[src/include/rv_defs.svh]
`ifndef RV_DEFS_SVH
`define RV_DEFS_SVH

// Core widths
`define RV_XLEN		64
`define RV_ILEN		32

// Register file
`define RV_NUM_REG	32
`define RV_REG_AW	5

// Bus and boot
`define RV_ADDR_W	32
`define RV_RESET_PC	32'h8000_0000	// First fetch

`endif

[src/hw/rv_pkg.sv]
`include "rv_defs.svh"

package rv_pkg;

	// Major opcodes kept by the core
	typedef enum logic [6:0] {
		OPC_LOAD	= 7'b0000011,
		OPC_OP_IMM	= 7'b0010011,
		OPC_AUIPC	= 7'b0010111,
		OPC_STORE	= 7'b0100011,
		OPC_OP		= 7'b0110011,
		OPC_LUI		= 7'b0110111,
		OPC_BRANCH	= 7'b1100011,
		OPC_JALR	= 7'b1100111,
		OPC_JAL		= 7'b1101111,
		OPC_SYSTEM	= 7'b1110011
	} opcode_e;

	typedef enum logic [3:0] {
		ALU_ADD, ALU_SUB, ALU_SLL, ALU_SLT, ALU_SLTU,
		ALU_XOR, ALU_SRL, ALU_SRA, ALU_OR, ALU_AND
	} alu_op_e;

	typedef enum logic [2:0] {
		ST_FETCH, ST_DECODE, ST_EXEC, ST_MEM_LO, ST_MEM_HI, ST_WRITEBACK, ST_HALT
	} state_e;

	typedef struct packed {
		opcode_e			opcode;
		alu_op_e			alu_op;
		logic [2:0]			funct3;
		logic [`RV_REG_AW-1:0]		rd;
		logic [`RV_REG_AW-1:0]		rs1;
		logic [`RV_REG_AW-1:0]		rs2;
		logic [`RV_XLEN-1:0]		imm;	// Sign-extended
		logic				use_imm;	// Immediate as ALU operand b
		logic				is_ecall;
	} decoded_t;

endpackage

[src/hw/rv_decode.sv]
`timescale 1ns/1ps
`include "rv_defs.svh"

module rv_decode (
	input  logic [`RV_ILEN-1:0]	inst_i,
	output rv_pkg::decoded_t	dec_o
);
	rv_pkg::opcode_e	opcode;
	logic [6:0]		funct7;
	logic [`RV_ILEN-1:0]	imm32;

	assign opcode = rv_pkg::opcode_e'(inst_i[6:0]);	// Unknown values retire as nop
	assign funct7 = inst_i[31:25];

	always_comb begin
		case (opcode)
		rv_pkg::OPC_STORE:  imm32 = {{20{inst_i[31]}}, inst_i[31:25], inst_i[11:7]};
		rv_pkg::OPC_BRANCH: imm32 = {{19{inst_i[31]}}, inst_i[31], inst_i[7],
			inst_i[30:25], inst_i[11:8], 1'b0};
		rv_pkg::OPC_LUI, rv_pkg::OPC_AUIPC: imm32 = {inst_i[31:12], 12'h000};
		rv_pkg::OPC_JAL:    imm32 = {{11{inst_i[31]}}, inst_i[31], inst_i[19:12],
			inst_i[20], inst_i[30:21], 1'b0};
		default:            imm32 = {{20{inst_i[31]}}, inst_i[31:20]};
		endcase
	end

	always_comb begin
		dec_o.opcode   = opcode;
		dec_o.funct3   = inst_i[14:12];
		dec_o.rd       = inst_i[11:7];
		dec_o.rs1      = inst_i[19:15];
		dec_o.rs2      = inst_i[24:20];
		dec_o.imm      = {{(`RV_XLEN-`RV_ILEN){imm32[`RV_ILEN-1]}}, imm32};
		dec_o.use_imm  = opcode != rv_pkg::OPC_OP;
		dec_o.is_ecall = opcode == rv_pkg::OPC_SYSTEM && inst_i[31:7] == '0;
		dec_o.alu_op   = rv_pkg::ALU_ADD;
		if (opcode == rv_pkg::OPC_OP || opcode == rv_pkg::OPC_OP_IMM) begin
			case (inst_i[14:12])
			3'b000: dec_o.alu_op = (opcode == rv_pkg::OPC_OP && funct7[5]) ?
				rv_pkg::ALU_SUB : rv_pkg::ALU_ADD;
			3'b001: dec_o.alu_op = rv_pkg::ALU_SLL;
			3'b010: dec_o.alu_op = rv_pkg::ALU_SLT;
			3'b011: dec_o.alu_op = rv_pkg::ALU_SLTU;
			3'b100: dec_o.alu_op = rv_pkg::ALU_XOR;
			3'b101: dec_o.alu_op = funct7[5] ? rv_pkg::ALU_SRA : rv_pkg::ALU_SRL;	// SRAI too
			3'b110: dec_o.alu_op = rv_pkg::ALU_OR;
			default: dec_o.alu_op = rv_pkg::ALU_AND;
			endcase
		end
	end
endmodule

[config.mk]
export PLATFORM = sky130hd
export DESIGN_NAME = rv_decode
export DESIGN_NICKNAME = d
export VERILOG_FILES = /design/src/hw/rv_pkg.sv /design/src/hw/rv_decode.sv
export VERILOG_INCLUDE_DIRS = /design/src /design/src/include
export SDC_FILE = /design/constraint.sdc
export NUM_CORES = 1
export LEC_CHECK = 0
export CAP_MARGIN = 0
export CORE_MARGIN = 10
export CORE_UTILIZATION = 65
export DETAILED_ROUTE_END_ITERATION = 10
export DONT_BUFFER_PORTS = 1
export PLACE_DENSITY = 0.9
export REMOVE_ABC_BUFFERS = 1
export SYNTH_ARGS = -nofsm -noshare
export SYNTH_HDL_FRONTEND = slang
export SYNTH_SLANG_ARGS = --single-unit
[constraint.sdc]
create_clock -name vclk -period 2.2
set_input_delay 0.22 -clock vclk [all_inputs]
set_output_delay 0.22 -clock vclk [all_outputs]
set_load 0.01 [all_outputs]
==> results.md, run 1 <==
- The post-synthesis cell area is between 1000 and 1500 um^2.
- The warning count from the yosys run is 0.
- The total congestion overflow after global routing is 0.
- For this design the ratio of total power to cell area is roughly 150 nW/um^2.
- At the pin with the least slew margin, the transition time is around 0.57 ns.
- In this run the cell area measured after placement is around 600 um^2.
- Overall power consumption after layout is estimated at 90.6 uW.
- The number of placed I/O pins is roughly 130.
- Across all layers, the routed design uses a little under 700 vias.
- In the layout the commonest cells are a21o_1 (11), mux2_4 (7), nor2b_1 (6).
- The post-cts resize count is 0.
- After layout, the worst path uses approximately 73% of the clock period.
- Setup violations remaining at the end of the flow were counted as 0.
- The top cell type by area accounts for 41.6% of the synthesized area.
- The first routing iteration left 35 violations.
- The floorplan step defined a die boundary enclosing between 3000 and 4000 um^2.
- The gate count of the mapped netlist is 139.
- STA puts the critical path data required time at between 1.5 and 2 ns.
- Averaged over all synthesized cells, the footprint is approximately 7.5 um^2.
- The number of antenna violations at the first check in global routing is 0.
- The kind of cell with the highest combined delay on the critical path is compound AO/OA/AOI/OAI gates.
- The detailed-route wire length is approximately 2.7 mm.
- Once layout is done, the placed cells without fillers occupy 601 um^2.
- The floorplan has 14 rows.
- The sequential cell count is 0.
- Along the worst path, the maximum fanout reaches 10.
- Fill cells in the final layout number about 170.
- The number of buffers and inverters on the critical path is 0.
- Among all stages on the critical path, the largest delay is contributed by o21a_1.
- The library cell used most frequently in the layout, excluding fill and tap cells, is a21o_1.
- The standby leakage power is about 0.00026 uW.
- The horizontal extent of the die is roughly 60 um.
- The weighted congestion reported at the end of routability-driven placement is 0.776.
- The number of nets in the finished design is 110.
- Across the VDD grid, the largest voltage drop is around 0.000053 V.
- Traced cell by cell, the critical path runs through nor3b_2 > o21a_1 > mux2_4.
- The category of the most critical setup path is in -> out.
- 0 antenna diodes ended up in the layout.
- STA classifies the critical path endpoint as an output pin.
- The worst path in the final design needs a cycle of 1.61 ns, including I/O delays and setup.
- STA classifies the critical path startpoint as an input pin.
- Once layout is complete, the cells apart from fillers number between 90 and 100.
- The fraction of final layout cells sized beyond drive strength 1 is between 10% and 20%.
- The placeable core region is approximately 1500 um^2.
- The die boundary height is ~60 um.
- Dividing the detail-routed wire length by the instance count gives between 20 and 30 um.
- Across the run, the number of max-cap violations was 0.
- The highest clock frequency the design can meet is about 0.62 GHz.
- The total setup buffers inserted after CTS is 0.
- The all-layer global routing usage is between 10% and 20%.
- The area taken by flip-flops and latches is 0 um^2.
- The final count of hold timing violations came to 0.
- The leading area contributor after synthesis is buf_4.
- The setup total negative slack is 0 ns.
- The count of TritonRoute iterations in the first routing pass is 4.
- The max-slew violation count came to 0.
- The endpoint arrival time on the critical path is approximately 1.4 ns.
- The post-DP HPWL is roughly 2.2 mm.
- The flow ran to the end, and the final reports show no timing, DRC or antenna violations.
- In this run the tightest slew margin relative to its limit is roughly 62%.
- The cts-stage hold buffer count is 0.
- The via count of the first global-routing pass is between 600 and 700.
- The mean number of vias per cell is around 7.5.
- The number of different library cells used by synthesis comes to 37.
- Entering global routing, the biggest net connects 43 pins.
- The share of the Yosys chip area taken by registers is 0%.
- The largest stage delay on the critical path is 0.53 ns.
- The wire length of the first global-routing pass is ~3.8 mm.
- The path class of the lowest-slack min-delay path is in -> out.
- The relative area change from synthesis to final layout is -42.7%.
- Counting the clock-network buffers in the layout gives 0.
- Setup repair after global routing left no endpoint under its margin.
- The total area of multi-input combinational cells is ~550 um^2.
- The post-route DRC violation count is 0.
- Cells fill between 30% and 40% of the core in the end.
- The initial standard-cell utilization of the core is 68.7%.
- By area the synthesized netlist is led by buf_4 (42%), mux2_4 (10%), a21o_1 (7.9%).
- The remaining antenna violation count is 0.
- The cell count after placement is a little over 90.
- The port buffer count is 0.
[final cells by class]
type | count | share of cell area [%]
Multi-Input combinational cell | 71 | 92.3
Tap cell | 16 | 3.33
Timing Repair Buffer | 2 | 2.50
Inverter | 3 | 1.88
[stage by stage]
stage,setup slack [ns],hold WS [ns]
after global routing,0.471,0.440
after CTS,0.585,0.440
final,0.590,0.440
after detailed placement,0.591,0.440
after global placement,0.641,0.440
after floorplan,0.586,0.440
[per-layer routing]
layer	wire (um)	up-vias	global-route usage [%]
li1	-	299	-
met1	909	350	13.3
met2	1490	39	24.9
met3	262	0	3.60
met4	0	0	0.962
met5	0	-	0
[synthesized netlist by cell type (all sizes together)]
| library cell | count |
|---|---|
| a22oi | 1 |
| nor4b | 2 |
| nor4bb | 1 |
| nand2 | 3 |
| nand3 | 2 |
| nor2b | 6 |
| and4b | 1 |
| and2 | 3 |
| mux2 | 8 |
| nor3 | 2 |
| and3 | 1 |
| mux2i | 1 |
| clkbuf | 3 |
| a21oi | 4 |
| nand3b | 2 |
| nor4 | 4 |
| o211ai | 1 |
| xnor2 | 1 |
| nand4 | 2 |
| a22o | 4 |
| o31ai | 1 |
| nor2 | 2 |
| and2b | 1 |
| nor3b | 2 |
| o21ai | 1 |
| nand4b | 2 |
| a21o | 11 |
| o21a | 1 |
| buf | 62 |
| a31o | 1 |
| inv | 3 |
[power breakdown]
part / leakage [uW] / switching (uW) / internal, uW
clock network: 0 / 0 / 0
registers: 0 / 0 / 0
logic: 0.000263 / 49.1 / 41.5
total: 0.000263 / 49.1 / 41.5
[logic make-up after synthesis]
family                 Yosys count  share of synthesized area (%)
AO/OA/AOI/OAI                   25                           17.3
XOR/XNOR                         1                          0.836
buffers and inverters           68                           47.1
multiplexers                     9                           12.1
AND/OR/NAND/NOR                 36                           22.7
[path summary, 6_finish.rpt]
check,start,end,slack (ns),depth (start not counted)
min,inst_i[21],dec_o[67],0.44,0
max,inst_i[6],dec_o[17],0.59,3
Note: power is estimated with default switching activity, not from simulation.
==> run 2, diff against run 1 <==
--- a/config.mk
+++ b/config.mk
@@ -8,7 +8,7 @@
 export LEC_CHECK = 0
 export CAP_MARGIN = 0
 export CORE_MARGIN = 10
-export CORE_UTILIZATION = 65
+export CORE_UTILIZATION = 62
 export DETAILED_ROUTE_END_ITERATION = 10
 export DONT_BUFFER_PORTS = 1
 export PLACE_DENSITY = 0.9
==> constraint.sdc (replaced) <==
create_clock -name vclk -period 1.4
set_input_delay 0.14 -clock vclk [all_inputs]
set_output_delay 0.14 -clock vclk [all_outputs]
set_load 0.01 [all_outputs]
==> run 2 against run 1 <==
  * Global-route usage down 0.30 points
  * Final area up 13%
  * Hold slack worse by 0.16 ns
  * Critical endpoint is now dec_o[15]
==> results.md, run 2 (synthesis gave the netlist of run 1 again) <==
- In the layout the commonest cells are a21o_1 (11), mux2_4 (7), buf_4 (7).
- The number of antenna violations at the first check in global routing is 0 (unchanged).
- The number of filler instances in the final layout was 163 (-1.2%).
- The endpoint arrival time on the critical path was 1.14 ns (-0.25 ns).
- The mean number of vias per cell is 7.07 (-5.4%).
- The all-layer global routing usage came to 12.4% (-0.30 points).
- The number of nets in the finished design is 117 (+6.4%).
- The count of vias placed by the detailed router is 700 (+1.7%).
- The final count of hold timing violations is 0 (unchanged).
- The initial standard-cell utilization of the core was 67.2% (-1.5 points).
- The path class of the lowest-slack min-delay path is in -> out.
- The standby leakage power came to 0.000305 uW (+16%).
- The final hold slack is 0.280 ns (-0.160 ns).
- For this design, the slowest cell found on the critical path is nor3b_2.
- The horizontal extent of the die is 61.1 um (+1.6%).
- The port buffer count was 0 (unchanged).
- The element type at the critical path end is an output pin.
- The final worst-path setup slack is 0.120 ns (-0.469 ns).
- The count of TritonRoute iterations in the first routing pass is 4 (unchanged).
- The required time at the endpoint of the critical path came to 1.26 ns (-0.72 ns).
- The number of placed I/O pins was 127 (unchanged).
- The slew at the pin closest to its max-slew limit was 0.461 ns (-0.107 ns).
- The die boundary height is 61.1 um (+1.6%).
- STA classifies the critical path startpoint as an input pin.
- The area taken by flip-flops and latches was 0 um^2 (unchanged).
- The weighted congestion reported at the end of routability-driven placement is 0.742 (-4.4%).
- The fraction of final layout cells sized beyond drive strength 1 is 24.1% (+7.0 points).
- The remaining antenna violation count is 0 (unchanged).
- The pre-CTS setup slack is 0.127 ns (-0.464 ns).
- The cts-stage hold buffer count was 0 (unchanged).
- The total congestion overflow after global routing came to 0 (unchanged).
- The via count of the first global-routing pass is 675 (+6.1%).
- The layout clock buffer count is 0 (unchanged).
- The worst setup path is of the in -> out kind.
- The post-cts resize count is 0 (unchanged).
- The final count of negative-setup-slack endpoints was 0 (unchanged).
- The maximum fanout encountered on the critical timing path is 9 (-1).
- The relative area change from synthesis to final layout is -35.2%.
- The number of core rows came to 14 (unchanged).
- Setup repair after global routing left no endpoint under its margin.
- The wire length of the first global-routing pass is 3.73 mm (-2.0%).
- The routed wire length per instance is 27.1 um (-6.4%).
- The peak supply drop is 0.0000862 V (+62%).
- The max-slew violation count was 0 (unchanged).
- The startpoint of the tightest hold check path is inst_i[1].
- The detailed router's first-iteration violation count is 48 (+37%).
- The largest stage delay on the critical path came to 0.25 ns (-0.28 ns).
- The post-DP HPWL was 2.28 mm (+3.8%).
- The total setup buffers inserted after CTS was 0 (unchanged).
- Walking the worst path, the cells encountered are nor3b_2 > o21a_1 > buf_12 > mux2i_1 > buf_4.
- The pin count of the biggest net entering global routing is 43 (unchanged).
- The detailed-route wire length was 2.69 mm (+0.75%).
- The placeable core region is 1560 um^2 (+2.3%).
- The cell count after placement is 99 (+7.6%).
- The placed cell area was 678 um^2 (+13%).
- The highest clock frequency the design can meet is 0.781 GHz.
- The remaining max-slew budget at the tightest pin came to 69.0% (+6.9 points).
- The final cell area excluding filler cells is 678 um^2 (+13%).
- The number of maximum-capacitance constraint violations is 0 (unchanged).
- The core occupancy in the finished layout is 43.5% (+4.1 points).
- The number of antenna cells inserted is 0 (unchanged).
- Tracing the worst setup path back leads to its startpoint at inst_i[6].
- The sequential cell count came to 0 (unchanged).
- In the finished design, the share of the clock period the worst path needs comes to between 90% and 100%.
- The area enclosed by the die boundary is 3730 um^2 (+3.2%).
- The post-route non-filler standard cell count was 99 (+7.6%).
- The worst path needs ~1.3 ns of the cycle, external delays included.
- The flow ran to the end, and the final reports show no timing, DRC or antenna violations.
- The power density of the placed cells is 223 nW/um^2 (+48%).
- The leading cell type in the layout, fill and taps excluded is a21o_1.
- The post-route DRC violation count is 0 (unchanged).
==> run 2: stage by stage <==
stage                     TNS [ns]  power [uW]
after global placement           0         152
after detailed placement         0         154
after floorplan             -0.346         122
final                            0         151
after CTS                        0         155
after global routing             0         164
==> run 2: cell type report <==
cell class	instances	area, um^2	share of cell area, %
Tap cell	16	20.0	2.95
Timing Repair Buffer	9	92.6	13.7
Multi-Input combinational cell	71	554	81.7
Inverter	3	11.3	1.66
==> run 2: layer usage <==
metal  part of all wire (%)  global-route usage (%)
met3                     12                    3.50
met5                      0                       0
met2                     53                    24.6
met4                      0                       0
met1                     35                    13.4
==> run 2: path summary, 6_finish.rpt <==
check / to / slack (ns) / cells past startpoint
hold / removal: dec_o[89] / 0.28 / 0
setup / recovery: dec_o[15] / 0.12 / 5
==> run 2: power breakdown <==
| part | internal, uW | switching (uW) | leakage [uW] |
|---|---|---|---|
| sequential | 0 | 0 | 0 |
| clock | 0 | 0 | 0 |
| combinational | 72.2 | 78.8 | 0.000305 |
==> run 2: worst max-delay path, delay by kind of cell <==
| kind | cells | cell delay, ns |
|---|---|---|
| AOI/OAI and AO/OA | 1 | 0.24 |
| buffers and inverters | 2 | 0.30 |
| muxes | 1 | 0.21 |
| and+or+nand+nor | 1 | 0.25 |
==> run 3, diff against run 2 <==
--- a/config.mk
+++ b/config.mk
@@ -6,6 +6,7 @@
 export SDC_FILE = /design/constraint.sdc
 export NUM_CORES = 1
 export LEC_CHECK = 0
+export ABC_CLOCK_PERIOD_IN_PS = 1400
 export CAP_MARGIN = 0
 export CORE_MARGIN = 10
 export CORE_UTILIZATION = 62
==> constraint.sdc (replaced) <==
create_clock -name vclk -period 1.4
set_input_delay 0.07 -clock vclk [all_inputs]
set_output_delay 0.07 -clock vclk [all_outputs]
set_load 0.01 [all_outputs]
==> run 3 against run 2 <==
  * Global-route usage grew 0.25 points
  * Critical path depth shrank 2
  * Hold slack lost 0.14 ns
  * Final area shrank 7.0%
  * Setup slack gained 0.0079 ns
  * Final cell count shrank 3.0%
  * Fmax grew 0.62%
  * Combinational power shrank 3%
  * Die area is the same
  * Via count grew 1.0%
  * First-iteration DRC count shrank 8.3%
  * Critical endpoint unchanged
  * Highest routed layer is now met4
==> results.md, run 3 (synthesis gave the netlist of run 1 again) <==
- The number of filler instances in the final layout came to 163 (unchanged).
- The mean number of vias per cell is 7.36 (+4.2%).
- The most critical setup path has its startpoint at inst_i[4].
- The library cell used most frequently in the layout, excluding fill and tap cells, is a21o_1.
- The total area of multi-input combinational cells is 554 um^2 (unchanged).
- The post-cts resize count is 0 (unchanged).
- The remaining antenna violation count is 0 (unchanged).
- The cts-stage hold buffer count is 0 (unchanged).
- The element type at the critical path end is an output pin.
- Traced cell by cell, the critical path runs through and4b_1 > o21a_1 > mux2i_1.
- The horizontal extent of the die is 61.1 um (unchanged).
- The detailed-route wire length is 2.77 mm (+3.3%).
- The total setup buffers inserted after CTS is 0 (unchanged).
- The path class of the lowest-slack min-delay path is in -> out.
- The detailed router's first-iteration violation count was 44 (-8.3%).
- The placed cell area is 631 um^2 (-7.0%).
- The remaining max-slew budget at the tightest pin is 63.0% (-6.0 points).
- The final count of negative-setup-slack endpoints was 0 (unchanged).
- The all-layer global routing usage is 12.7% (+0.25 points).
- The placeable core region is 1560 um^2 (unchanged).
- Compared with the post-synthesis result, the final layout area differs by -39.8%.
- The number of nets in the finished design is 114 (-2.6%).
- The wire length of the first global-routing pass came to 3.77 mm (+1.3%).
- The port buffer count was 0 (unchanged).
- The endpoint arrival time on the critical path is 1.20 ns (+0.06 ns).
- The max-slew violation count is 0 (unchanged).
- The number of antenna cells inserted is 0 (unchanged).
- Among cell families on the critical path, the largest total delay comes from compound AO/OA/AOI/OAI gates.
- The total congestion overflow after global routing is 0 (unchanged).
- The startpoint type of the worst setup path is an input pin.
- The number of placed I/O pins is 127 (unchanged).
- The cell type of the slowest stage on the worst timing path is o21a_1.
- The number of antenna violations at the first check in global routing is 0 (unchanged).
- The area enclosed by the die boundary is 3730 um^2 (unchanged).
- The peak supply drop came to 0.0000826 V (-4.2%).
- The weighted congestion reported at the end of routability-driven placement is 0.767 (+3.4%).
- The required time at the endpoint of the critical path is 1.33 ns (+0.07 ns).
- The combined buffer and inverter count along the critical path came to 0 (-2).
- The number of maximum-capacitance constraint violations is 0 (unchanged).
- The post-DP HPWL was 2.32 mm (+2.1%).
- The count of TritonRoute iterations in the first routing pass came to 4 (unchanged).
- The layout clock buffer count was 0 (unchanged).
- The post-route DRC violation count is 0 (unchanged).
- The setup path with the least slack is of type in -> out.
- The number of core rows came to 14 (unchanged).
- The final count of hold timing violations is 0 (unchanged).
- Setup repair after global routing left no endpoint under its margin.
- The count of vias placed by the detailed router was 707 (+1.0%).
- The power density of the placed cells was 233 nW/um^2 (+4.4%).
- The routed wire length per instance was 28.9 um (+6.5%).
- The initial standard-cell utilization of the core was 67.2% (unchanged).
- The setup total negative slack is 0 ns (unchanged).
- The sequential cell count is 0 (unchanged).
- The die boundary height is 61.1 um (unchanged).
- The area taken by flip-flops and latches is 0 um^2 (unchanged).
- The via count of the first global-routing pass is 696 (+3.1%).
- The maximum fanout encountered on the critical timing path is 10 (+1).
- The pin count of the biggest net entering global routing came to 43 (unchanged).
- The share of the clock period used by the worst path is 90.8% (-0.56 points).
- The slew at the pin closest to its max-slew limit is 0.556 ns (+0.0943 ns).
- The highest clock frequency the design can meet is 0.786 GHz (+0.62%).
- The standby leakage power was 0.000283 uW (-6.9%).
- The fraction of final layout cells sized beyond drive strength 1 came to 21.3% (-2.8 points).
- The library cells used most frequently in the layout, excluding fill and tap cells, are a21o_1 (11), mux2_4 (7), nor2b_1 (6), buf_4 (6).
- The worst hold path begins at inst_i[20].
- The final critical-path required period came to 1.27 ns (-0.00787 ns).
- The largest stage delay on the critical path was 0.48 ns (+0.23 ns).
- The run finished with clean final reports.
- The final cell area excluding filler cells is 631 um^2 (-7.0%).
[run 3: cell type report]
class / instances / area share, %
multi-input combinational: 71 / 87.9
timing repair buffer: 6 / 7.14
tap: 16 / 3.17
inverter: 3 / 1.79
[run 3: layer usage]
layer  global-route usage [%]  wire length (um)  vias up
met5                        0                 0        -
met4                     1.30                14        0
met3                     4.94               358        2
met2                     26.0              1460       43
met1                     11.6               943      355
li1                         -                 -      307
[run 3: final timing paths]
check  cells past startpoint  slack (ns)   endpoint
max                        3        0.13  dec_o[15]
min                        0        0.14  dec_o[66]
[run 3: power by group]
| part | switching [uW] | leakage (uW) | internal, uW |
|---|---|---|---|
| registers | 0 | 0 | 0 |
| clock network | 0 | 0 | 0 |
| logic | 79.0 | 0.000283 | 67.7 |
[run 3: metrics by stage]
step | utilization (%) | std cells | setup WS [ns] | hold WS, ns | total power [uW]
after floorplan | - | 74 | 0.0861 | 0.140 | 122
after global placement | 40.4 | 96 | 0.165 | 0.140 | 147
after detailed placement | 40.4 | 96 | 0.124 | 0.140 | 149
after CTS | 40.4 | 96 | 0.114 | 0.140 | 150
after global routing | 40.4 | 96 | 0.0651 | 0.140 | 159
final | 40.4 | 96 | 0.128 | 0.140 | 147
